### config.mk
export PLATFORM = sky130hd
export DESIGN_NAME = csr_data
export DESIGN_NICKNAME = d
export VERILOG_FILES = /design/src/verilog/csr_pkg.sv /design/src/verilog/csr_data.sv /design/src/verilog/csr_fcsr_bank.sv /design/src/verilog/csr_machine_regs.sv /design/src/verilog/csr_read_select.sv /design/src/verilog/csr_write_port.sv
export VERILOG_INCLUDE_DIRS = /design/src /design/src/verilog
export SDC_FILE = /design/constraint.sdc
export NUM_CORES = 1
export LEC_CHECK = 0
export BUFFER_PORTS_ARGS = -buffer_cell sky130_fd_sc_hd__clkbuf_2
export CAP_MARGIN = 10
export CELL_PAD_IN_SITES_DETAIL_PLACEMENT = 0
export CELL_PAD_IN_SITES_GLOBAL_PLACEMENT = 1
export CORE_ASPECT_RATIO = 1.25
export CORE_MARGIN = 4
export CORE_UTILIZATION = 37
export DETAILED_ROUTE_END_ITERATION = 8
export GPL_TIMING_DRIVEN = 1
export PLACE_DENSITY_LB_ADDON = 0.12
export SLEW_MARGIN = 10
export SYNTH_ARGS = -nofsm -noshare
export SYNTH_HDL_FRONTEND = slang
export SYNTH_SLANG_ARGS = --single-unit
### constraint.sdc
create_clock -name clk -period 2.3 [get_ports clk]
set_clock_uncertainty 0.05 [all_clocks]
set_input_delay 0.23 -clock clk [delete_from_list [all_inputs] [get_ports clk]]
set_output_delay 0.23 -clock clk [all_outputs]
set_load 0.02 [all_outputs]
### src/verilog/csr_cfg.svh
`ifndef CSR_CFG_SVH
`define CSR_CFG_SVH

`define NUM_THREADS     4
`define NUM_WARPS       4
`define NUM_CORES       2
`define NT_BITS         $clog2(`NUM_THREADS)
`define NW_BITS         $clog2(`NUM_WARPS)

`define CSR_ADDR_BITS   12
`define FFLAGS_BITS     5
`define FRM_BITS        3
`define PERF_CTR_BITS   44

// Floating-point CSRs
`define CSR_FFLAGS      12'h001
`define CSR_FRM         12'h002
`define CSR_FCSR        12'h003

`define CSR_SATP        12'h180

`define CSR_MSTATUS     12'h300
`define CSR_MISA        12'h301
`define CSR_MEDELEG     12'h302
`define CSR_MIDELEG     12'h303
`define CSR_MIE         12'h304
`define CSR_MTVEC       12'h305
`define CSR_MEPC        12'h341
`define CSR_PMPCFG0     12'h3A0
`define CSR_PMPADDR0    12'h3B0

`define CSR_MCYCLE      12'hB00
`define CSR_MINSTRET    12'hB02
`define CSR_MCYCLE_H    12'hB80
`define CSR_MINSTRET_H  12'hB82

`define CSR_MVENDORID   12'hF11
`define CSR_MARCHID     12'hF12
`define CSR_MIMPID      12'hF13

// Thread and warp identity
`define CSR_WTID        12'hCC0
`define CSR_LTID        12'hCC1
`define CSR_GTID        12'hCC2
`define CSR_LWID        12'hCC3
`define CSR_GWID        12'hCC4
`define CSR_GCID        12'hCC5
`define CSR_TMASK       12'hCC6

`define CSR_NT          12'hFC0
`define CSR_NW          12'hFC1
`define CSR_NC          12'hFC2

`define VENDOR_ID       32'h0000_0a5c
`define ARCH_ID         32'h0000_0002
`define IMPL_ID         32'h0000_0101
// I, M and F extensions
`define MISA_STD        32'h0000_1120

`endif

### src/verilog/csr_pkg.sv
`include "csr_cfg.svh"

package csr_pkg;

    typedef logic [`NW_BITS-1:0]            warp_id_t;
    typedef logic [`NUM_THREADS-1:0]        tmask_t;
    typedef logic [`CSR_ADDR_BITS-1:0]      csr_addr_t;
    typedef logic [`NUM_THREADS-1:0][31:0]  thread_data_t;
    typedef logic [`PERF_CTR_BITS-1:0]      perf_ctr_t;

    // Same bit layout as the fcsr register
    typedef struct packed {
        logic [`FRM_BITS-1:0]    frm;
        logic [`FFLAGS_BITS-1:0] fflags;
    } fcsr_t;

    typedef fcsr_t [`NUM_WARPS-1:0] fcsr_all_t;

    typedef struct packed {
        logic      enable;
        warp_id_t  wid;
        tmask_t    tmask;
        csr_addr_t addr;
    } csr_read_req_t;

    typedef struct packed {
        logic         enable;
        warp_id_t     wid;
        tmask_t       tmask;
        csr_addr_t    addr;
        thread_data_t data;
    } csr_write_req_t;

    typedef struct packed {
        logic                    enable;
        warp_id_t                wid;
        logic [`FFLAGS_BITS-1:0] fflags;
    } fpu_flags_req_t;

    typedef enum logic [3:0] {
        WR_NONE,
        WR_FFLAGS,
        WR_FRM,
        WR_FCSR,
        WR_SATP,
        WR_MSTATUS,
        WR_MEDELEG,
        WR_MIDELEG,
        WR_MIE,
        WR_MTVEC,
        WR_MEPC,
        WR_PMPCFG0,
        WR_PMPADDR0
    } csr_write_op_e;

    typedef struct packed {
        csr_write_op_e op;
        warp_id_t      wid;
        logic [31:0]   value;
    } csr_write_cmd_t;

    typedef struct packed {
        logic [31:0] satp;
        logic [31:0] mstatus;
        logic [31:0] medeleg;
        logic [31:0] mideleg;
        logic [31:0] mie;
        logic [31:0] mtvec;
        logic [31:0] mepc;
        logic [31:0] pmpcfg0;
        logic [31:0] pmpaddr0;
    } mregs_t;

endpackage

### src/verilog/csr_data.sv
`timescale 1ns/1ps
`include "csr_cfg.svh"

module csr_data
    import csr_pkg::*;
#(
    parameter int core_id = 0
) (
    input  logic                 clk,
    input  logic                 reset,
    input  csr_read_req_t        read_req,
    output thread_data_t         read_data,
    output logic                 read_fault,
    input  csr_write_req_t       write_req,
    output logic                 write_fault,
    input  fpu_flags_req_t       fpu_flags,
    input  warp_id_t             fpu_read_wid,
    output logic [`FRM_BITS-1:0] fpu_frm,
    input  perf_ctr_t            cycles,
    input  perf_ctr_t            instret
);

    csr_write_cmd_t write_cmd;
    fcsr_all_t      fcsr_all;
    mregs_t         mregs;

    csr_write_port u_write_port (
        .write_req   (write_req),
        .write_cmd   (write_cmd),
        .write_fault (write_fault)
    );

    csr_fcsr_bank u_fcsr_bank (
        .clk          (clk),
        .reset        (reset),
        .write_cmd    (write_cmd),
        .fpu_flags    (fpu_flags),
        .fpu_read_wid (fpu_read_wid),
        .fpu_frm      (fpu_frm),
        .fcsr_all     (fcsr_all)
    );

    csr_machine_regs u_machine_regs (
        .clk       (clk),
        .reset     (reset),
        .write_cmd (write_cmd),
        .mregs     (mregs)
    );

    csr_read_select #(
        .core_id (core_id)
    ) u_read_select (
        .read_req   (read_req),
        .fcsr_all   (fcsr_all),
        .mregs      (mregs),
        .cycles     (cycles),
        .instret    (instret),
        .read_data  (read_data),
        .read_fault (read_fault)
    );

endmodule

### src/verilog/csr_fcsr_bank.sv
`timescale 1ns/1ps
`include "csr_cfg.svh"

module csr_fcsr_bank
    import csr_pkg::*;
(
    input  logic                 clk,
    input  logic                 reset,
    input  csr_write_cmd_t       write_cmd,
    input  fpu_flags_req_t       fpu_flags,
    input  warp_id_t             fpu_read_wid,
    output logic [`FRM_BITS-1:0] fpu_frm,
    output fcsr_all_t            fcsr_all
);

    fcsr_all_t fcsr_q;

    always_ff @(posedge clk) begin
        if (reset) begin
            fcsr_q <= '0;
        end else begin
            // Sticky exception flags from the FPU
            if (fpu_flags.enable) begin
                fcsr_q[fpu_flags.wid].fflags <= fcsr_q[fpu_flags.wid].fflags | fpu_flags.fflags;
            end
            // Later assignment, so a CSR write beats the FPU on the same warp
            case (write_cmd.op)
                WR_FFLAGS: begin
                    fcsr_q[write_cmd.wid].fflags <= write_cmd.value[`FFLAGS_BITS-1:0];
                end
                WR_FRM: begin
                    fcsr_q[write_cmd.wid].frm <= write_cmd.value[`FRM_BITS-1:0];
                end
                WR_FCSR: begin
                    fcsr_q[write_cmd.wid] <= write_cmd.value[`FRM_BITS+`FFLAGS_BITS-1:0];
                end
                default: begin
                end
            endcase
        end
    end

    assign fpu_frm  = fcsr_q[fpu_read_wid].frm;
    assign fcsr_all = fcsr_q;

endmodule

### src/verilog/csr_machine_regs.sv
`timescale 1ns/1ps

module csr_machine_regs
    import csr_pkg::*;
(
    input  logic           clk,
    input  logic           reset,
    input  csr_write_cmd_t write_cmd,
    output mregs_t         mregs
);

    mregs_t mregs_q;

    // Each register loads only on its own op
    always_ff @(posedge clk) begin
        if (reset) begin
            mregs_q <= '0;
        end else begin
            case (write_cmd.op)
                WR_SATP:     mregs_q.satp     <= write_cmd.value;
                WR_MSTATUS:  mregs_q.mstatus  <= write_cmd.value;
                WR_MEDELEG:  mregs_q.medeleg  <= write_cmd.value;
                WR_MIDELEG:  mregs_q.mideleg  <= write_cmd.value;
                WR_MIE:      mregs_q.mie      <= write_cmd.value;
                WR_MTVEC:    mregs_q.mtvec    <= write_cmd.value;
                WR_MEPC:     mregs_q.mepc     <= write_cmd.value;
                WR_PMPCFG0:  mregs_q.pmpcfg0  <= write_cmd.value;
                WR_PMPADDR0: mregs_q.pmpaddr0 <= write_cmd.value;
                default: begin
                end
            endcase
        end
    end

    assign mregs = mregs_q;

endmodule

### src/verilog/csr_read_select.sv
`timescale 1ns/1ps
`include "csr_cfg.svh"

module csr_read_select
    import csr_pkg::*;
#(
    parameter int core_id = 0
) (
    input  csr_read_req_t read_req,
    input  fcsr_all_t     fcsr_all,
    input  mregs_t        mregs,
    input  perf_ctr_t     cycles,
    input  perf_ctr_t     instret,
    output thread_data_t  read_data,
    output logic          read_fault
);

    thread_data_t wtid;
    thread_data_t ltid;
    thread_data_t gtid;
    logic [31:0]  gwid;
    fcsr_t        fcsr_sel;
    thread_data_t data_mux;
    logic         addr_valid;

    function automatic thread_data_t bcast(input logic [31:0] word);
        thread_data_t result;
        for (int i = 0; i < `NUM_THREADS; i++) begin
            result[i] = word;
        end
        return result;
    endfunction

    assign gwid     = 32'(core_id) * `NUM_WARPS + 32'(read_req.wid);
    assign fcsr_sel = fcsr_all[read_req.wid];

    // Per-lane thread ids
    for (genvar i = 0; i < `NUM_THREADS; i++) begin : g_tid
        assign wtid[i] = 32'(i);
        assign ltid[i] = 32'(read_req.wid) * `NUM_THREADS + 32'(i);
        assign gtid[i] = gwid * `NUM_THREADS + 32'(i);
    end

    always_comb begin
        data_mux   = '0;
        addr_valid = 1'b1;
        case (read_req.addr)
            `CSR_FFLAGS:     data_mux = bcast(32'(fcsr_sel.fflags));
            `CSR_FRM:        data_mux = bcast(32'(fcsr_sel.frm));
            `CSR_FCSR:       data_mux = bcast(32'(fcsr_sel));

            `CSR_WTID:       data_mux = wtid;
            `CSR_LTID:       data_mux = ltid;
            `CSR_GTID:       data_mux = gtid;
            `CSR_LWID:       data_mux = bcast(32'(read_req.wid));
            `CSR_GWID:       data_mux = bcast(gwid);
            `CSR_GCID:       data_mux = bcast(32'(core_id));
            `CSR_TMASK:      data_mux = bcast(32'(read_req.tmask));
            `CSR_NT:         data_mux = bcast(32'(`NUM_THREADS));
            `CSR_NW:         data_mux = bcast(32'(`NUM_WARPS));
            `CSR_NC:         data_mux = bcast(32'(`NUM_CORES));

            // High halves are zero-extended
            `CSR_MCYCLE:     data_mux = bcast(cycles[31:0]);
            `CSR_MCYCLE_H:   data_mux = bcast(32'(cycles[`PERF_CTR_BITS-1:32]));
            `CSR_MINSTRET:   data_mux = bcast(instret[31:0]);
            `CSR_MINSTRET_H: data_mux = bcast(32'(instret[`PERF_CTR_BITS-1:32]));

            `CSR_SATP:       data_mux = bcast(mregs.satp);
            `CSR_MSTATUS:    data_mux = bcast(mregs.mstatus);
            `CSR_MISA:       data_mux = bcast((32'd1 << 30) | `MISA_STD);
            `CSR_MEDELEG:    data_mux = bcast(mregs.medeleg);
            `CSR_MIDELEG:    data_mux = bcast(mregs.mideleg);
            `CSR_MIE:        data_mux = bcast(mregs.mie);
            `CSR_MTVEC:      data_mux = bcast(mregs.mtvec);
            `CSR_MEPC:       data_mux = bcast(mregs.mepc);
            `CSR_PMPCFG0:    data_mux = bcast(mregs.pmpcfg0);
            `CSR_PMPADDR0:   data_mux = bcast(mregs.pmpaddr0);

            `CSR_MVENDORID:  data_mux = bcast(`VENDOR_ID);
            `CSR_MARCHID:    data_mux = bcast(`ARCH_ID);
            `CSR_MIMPID:     data_mux = bcast(`IMPL_ID);
            default:         addr_valid = 1'b0;
        endcase
    end

    assign read_data  = data_mux;
    assign read_fault = read_req.enable && !addr_valid;

endmodule

### src/verilog/csr_write_port.sv
`timescale 1ns/1ps
`include "csr_cfg.svh"

module csr_write_port
    import csr_pkg::*;
(
    input  csr_write_req_t write_req,
    output csr_write_cmd_t write_cmd,
    output logic           write_fault
);

    csr_write_op_e op_dec;
    logic [31:0]   lane_value;

    // Scan from the top so the lowest active lane is taken last
    always_comb begin
        lane_value = '0;
        for (int i = `NUM_THREADS - 1; i >= 0; i--) begin
            if (write_req.tmask[i]) begin
                lane_value = write_req.data[i];
            end
        end
    end

    always_comb begin
        case (write_req.addr)
            `CSR_FFLAGS:   op_dec = WR_FFLAGS;
            `CSR_FRM:      op_dec = WR_FRM;
            `CSR_FCSR:     op_dec = WR_FCSR;
            `CSR_SATP:     op_dec = WR_SATP;
            `CSR_MSTATUS:  op_dec = WR_MSTATUS;
            `CSR_MEDELEG:  op_dec = WR_MEDELEG;
            `CSR_MIDELEG:  op_dec = WR_MIDELEG;
            `CSR_MIE:      op_dec = WR_MIE;
            `CSR_MTVEC:    op_dec = WR_MTVEC;
            `CSR_MEPC:     op_dec = WR_MEPC;
            `CSR_PMPCFG0:  op_dec = WR_PMPCFG0;
            `CSR_PMPADDR0: op_dec = WR_PMPADDR0;
            default:       op_dec = WR_NONE;
        endcase
    end

    // Read-only and unknown addresses both fault
    assign write_fault     = write_req.enable && (op_dec == WR_NONE);
    assign write_cmd.op    = (write_req.enable && |write_req.tmask) ? op_dec : WR_NONE;
    assign write_cmd.wid   = write_req.wid;
    assign write_cmd.value = lane_value;

endmodule
# [Yosys cells after proc, flatten, opt, wreduce, memory -nomap -nowiden]
# Cells that the tools add are included.
[word_totals] regBits=320 in_bits=266 output_inout_bits=133 word_cells=123
[op_classes] addsub=3 order_cmp=6 n_eq_ne=54 mux=29 n_bitwise=1 n_reduce_logical=13
[ops] operator="$pmux W128 S25" count=1
[ops] operator="$eq A12 B10 Y1 const B" count=17
[ops] operator="$eq A12 B12 Y1 const B" count=17
[ops] operator="$mux W32" count=6
[ops] operator="$bwmux W32" count=4
[ops] operator="$pmux W32 S3" count=1
[ops] operator="$demux W8 S2" count=4
[ops] operator="$bmux W8 S2" count=3
[ops] operator="$eq A12 B2 Y1 const B" count=4
[ops] operator="$pmux W4 S12" count=1
[ops] operator="$mux W8" count=4
[ops] operator="$reduce_or A30 Y1" count=1
[ops] operator="$eq A12 B1 Y1 const B" count=2
[ops] operator="$eq A12 B9 Y1 const B" count=2
[ops] operator="$eq A4 B4 Y1 const B" count=5
[ops] operator="$eq A4 B3 Y1 const B" count=4
[ops] operator="$mux W5" count=3
[ops] operator="$lt A2 B3 Y1 const B" count=4
[ops] operator="$add A4 B2 Y5 const B" count=2
[ops] operator="$eq A4 B2 Y1 const B" count=2
[ops] operator="$reduce_or A2 Y1" count=4
[ops] operator="$add A4 B1 Y5 const B" count=1
[ops] operator="$logic_and A1 B1 Y1" count=5
[ops] operator="$or A5 B5 Y5" count=1
[ops] operator="7 further kinds" count=8

# [Longest topological paths before layout]
[logic_depth] word_depth=9 ltp_mapped=11

# [Modules after synthesis]
# From an unflattened synthesis, not the netlist that was laid out.
[unflattened] hier_cells=1985 area_unflattened_um2=18430.2
[modules_own_cells] module="csr_machine_regs" instances=1 cells_each=1011 area_each_um2=11278.3 seq_area_each_um2=5765.5
[modules_own_cells] module="csr_read_select" instances=1 cells_each=655 area_each_um2=4624.4 seq_area_each_um2=0.0
[modules_own_cells] module="csr_fcsr_bank" instances=1 cells_each=149 area_each_um2=1497.7 seq_area_each_um2=640.6
[modules_own_cells] module="csr_write_port" instances=1 cells_each=170 area_each_um2=1029.7 seq_area_each_um2=0.0

# [Worst setup path before layout]
# Ideal clock, no wire load.
[synth_path] path_kind="input to output" start="in read_req[3] (netlist bit)" end="out read_data[34] (netlist bit)" t_arrival_ns=2.415 t_required_ns=2.020 path_slack_ns=-0.395 cell_stages=10 path_buffers=5 cell_sequence="buf_6 -> or4_4 -> buf_6 -> or4_4 -> buf_6 -> buf_6 -> o2111ai_1 -> nor2_1 -> nand4_1 -> buf_4"
[synth_rtl] element="from (decl)" line_no="csr_data.sv:11" rtl="input csr_read_req_t read_req,"
[synth_rtl] element="to (decl)" line_no="csr_data.sv:12" rtl="output thread_data_t read_data,"

==> impl_results.md <==
- Mean Syn Cell Area: 8.95 sq um
- Post-synthesis cell type count: 76
- ANT cells: 0
- Area occupied by multi-input gates: around 0.010 sq mm
- Die Ht: 249 um
- Comb pwr share: 0.098
- Pint: 9810 uW
- CTS sink count: between 300 and 400
- Sequential cell fraction of total power: 0.429
- PortBufs: ~400
- Highest clock rate: around 380 MHz
- Die X-Extent: 201 um
- Sequential share of the synthesized area: 0.372
- Gate Count Post-Synth: about 1900
- Area Overhead vs Synth: 41.3%
- I/O pins: around 400
- DP Area: between 0.02 and 0.025 sq mm
- Crit start category: input pin
- Clock slew at reported path FFs: approximately 0.060 ns
- Vias in the first global route: between 15000 and 20000
- Cell Area, Synth: between 0.015 and 0.02 sq mm
- Final instance area: about 0.024 sq mm
- Lkg Pwr: 0.0117 uW
- GP Congestion: 0.954
- TritonCTS Buffers: 36
- Crit path DAT: 2.37 ns
- Root buffer cell: clkbuf_16
- Primary flip-flop cell chosen by synthesis mapping: dfxtp_1
- CP max FO: 5
- Sw Share: 0.244
- Max Cap Violations: 0
- Skew-Pair Late Insertion Delay: about 0.52 ns
- Global-route wire length before repair: around 100000 um
- Post-route worst setup slack: -0.352 ns
- Core area: around 0.046 sq mm
- CTS Buffer Depth: 3
- Slew Viols, Final: 0
- Routed vias: approximately 16000
- Max IR drop VDD: approximately 460 uV
- H-tree levels: 2
- CTS tree: done
- Dpl hpwl: between 40000 and 50000 um
- Total power: about 13000 uW
- Period utilization: 1.15
- Total Routed Length: 68700 um
- Routed Antenna Nets: 0
- DR WL/cell: roughly 23 um
- # DRC: 0
- Total GRT Usage: 0.258
- Final net count: roughly 2600
- Area leader, netlist: dfxtp_1
- Kind of critical path: in2out
- Setup-failing EPs final: roughly 130
- Worst Setup End Kind: output port
- Initial Util: 0.373
- DP Worst Slack: -0.454 ns
- Share of the synthesized area in the top cell type: 0.372
- Core Rows: 88
- Seq. cell area: ~0.0064 sq mm
- Period minus WS final: 2.65 ns
- Drt first-iter violations: around 1200
- Post-synthesis register bit count: 320
- Number of synthesized flops with an enable pin: 0
- Failing checks: setup timing
- NetSw: 3160 uW
- Final Hold Vio Count: 0
- Layout cells sized above 1: 0.384
- Final core occ: 0.528
- Pwr dens: around 530 mW/mm^2
- Yosys warns: 0
- Largest net degree at the start of global routing: between 70 and 80
- Clock Power Share: 0.473
- GRT overflow: 0
- Antenna violations before repair: 1
- Post-synth ARST share: 0
- Required @ worst endpoint: between 2 and 2.5 ns
- Slew margin rel.: 0.507
- Routed vias/inst: 5.51
- Fill cells: between 4000 and 5000
- RSZ-0062 raised after global routing: yes
- Top cells by area, synth: dfxtp_1 (37%), mux2i_1 (18%), nand2_1 (8.3%), buf_4 (4.7%), a221oi_1 (2.9%)
- Syn Nets: about 2200
- Outcome: finished with violations
- Full die area: 0.0501 sq mm
- First-pass iteration count of the detailed router: 7
- Hold WC Path Type: in2reg
- Worst-Margin Slew: approximately 0.74 ns
cells in the mapped netlist, drive strengths merged, types with 2 or more instances:
cell,n
o21ai,37
nand2b,5
o31ai,9
mux4,16
and4b,2
a22o,7
nand2,383
or3b,4
mux2i,313
o311ai,3
inv,6
nand3,35
o2111ai,9
a222oi,24
a22oi,55
a221oi,57
and4,6
and3,9
o22ai,8
a21oi,44
nor3,36
a211oi,26
buf,189
a221o,2
a32oi,2
or4,2
nor3b,2
or3,4
nor4b,5
dfxtp,320
mux2,6
nor2b,35
nand4,20
nand3b,4
a32o,4
nor2,80
clkbuf,73
and2,4
nor4bb,2
a2111oi,2
o32ai,6
nor4,16
or2,30
o211ai,11
power groups by stage:
stage	clock, uW	sequential [uW]	combinational [uW]
detailed placement	0	5690	1230
CTS	6260	5570	1260
global placement	0	5690	1220
global route	6440	5560	1370
finish	6140	5570	1280
floorplan	0	5690	562
cells in the final DEF (no fill, tap or decap), types with 16 or more instances in the layout:
cell       netlist  layout
o21ai_0         28      21
dfxtp_1        320     315
nand2_1        383     379
a211oi_1        26      26
a221oi_2         0      18
nor2_1          79      76
or2_2           28      28
a22oi_1         55      46
clkbuf_16        0      38
clkbuf_2         0     261
buf_8            0      51
clkbuf_8         0      43
nor2b_1         35      33
nand4_1         18      18
buf_4          108     195
a221oi_1        57      38
a222oi_1        24      24
nand3_2          6      18
a21oi_1         43      42
mux2i_1        313     313
buf_12           0      46
buf_6            6      68
nor3_1          34      29
mux4_2          16      16
logic make-up after synthesis:
logic type | Yosys count | share of synthesized area
flip-flops | 320 | 0.372
AND/OR/NAND/NOR | 687 | 0.193
multiplexers | 335 | 0.207
buffers and inverters | 268 | 0.0881
AO/OA/AOI/OAI | 314 | 0.139
XOR/XNOR | 1 | 0.000509
per-layer routing:
metal	share of wire	vias up	track usage
li1	-	7741	-
met1	0.43	7995	0.339
met2	0.48	563	0.438
met3	0.055	109	0.0385
met4	0.029	0	0.0809
met5	0	-	0
area by class of cell:
cell class / instances / share of cell area
Timing Repair Buffer: 663 / 0.242
Tap cell: 585 / 0.0301
Multi-Input combinational cell: 1338 / 0.412
Sequential cell: 320 / 0.263
Clock buffer: 51 / 0.0443
Inverter: 6 / 0.00113
Clock inverter: 14 / 0.00751
repair_timing:
action / CTS / global route
cloned: 9 / 1
setup endpoints to repair: 129 / 129
pin swaps: 24 / 57
hold buffers: 0 / 0
buffers inserted: 25 / 28
hold endpoints to repair: 0 / 0
gates resized for setup: 277 / 235
worst max-delay path: stages:
cell      delay [ns]
buf_8           0.10
or4_4           0.59
buf_6           0.15
nor4_4          0.29
buf_4           0.18
buf_6           0.12
buf_6           0.11
a22o_1          0.14
a221oi_2        0.04
nand4_1         0.22
clkbuf_8        0.20
worst paths after layout:
check / startpoint / to / slack [ns] / depth (start not counted)
worst min register to register: u_machine_regs.mregs[51] / u_machine_regs.mregs[51] / 0.41 / 2
worst min-delay path: write_req[26] / u_machine_regs.mregs[26] / 0.05 / 3
worst max-delay path: read_req[2] / read_data[35] / -0.35 / 11
worst max register to register: u_fcsr_bank.fcsr_all[28] / u_fcsr_bank.fcsr_all[20] / 0.77 / 5
registers in the layout (all words and copies together) (netlist names), named ones only:
signal                flops
u_machine_regs.mregs    288
u_fcsr_bank.fcsr_all     20
stage by stage:
step                TNS (ns)  std cells  hold WS (ns)
global placement      -40.59       2855         0.393
CTS                   -35.85       2950        0.0208
global route          -44.90       2977        0.0687
floorplan              -9.88       1925         0.382
detailed placement    -42.69       2855         0.401
finish                -37.20       2977        0.0474
Note: power is estimated with default switching activity, not from simulation.
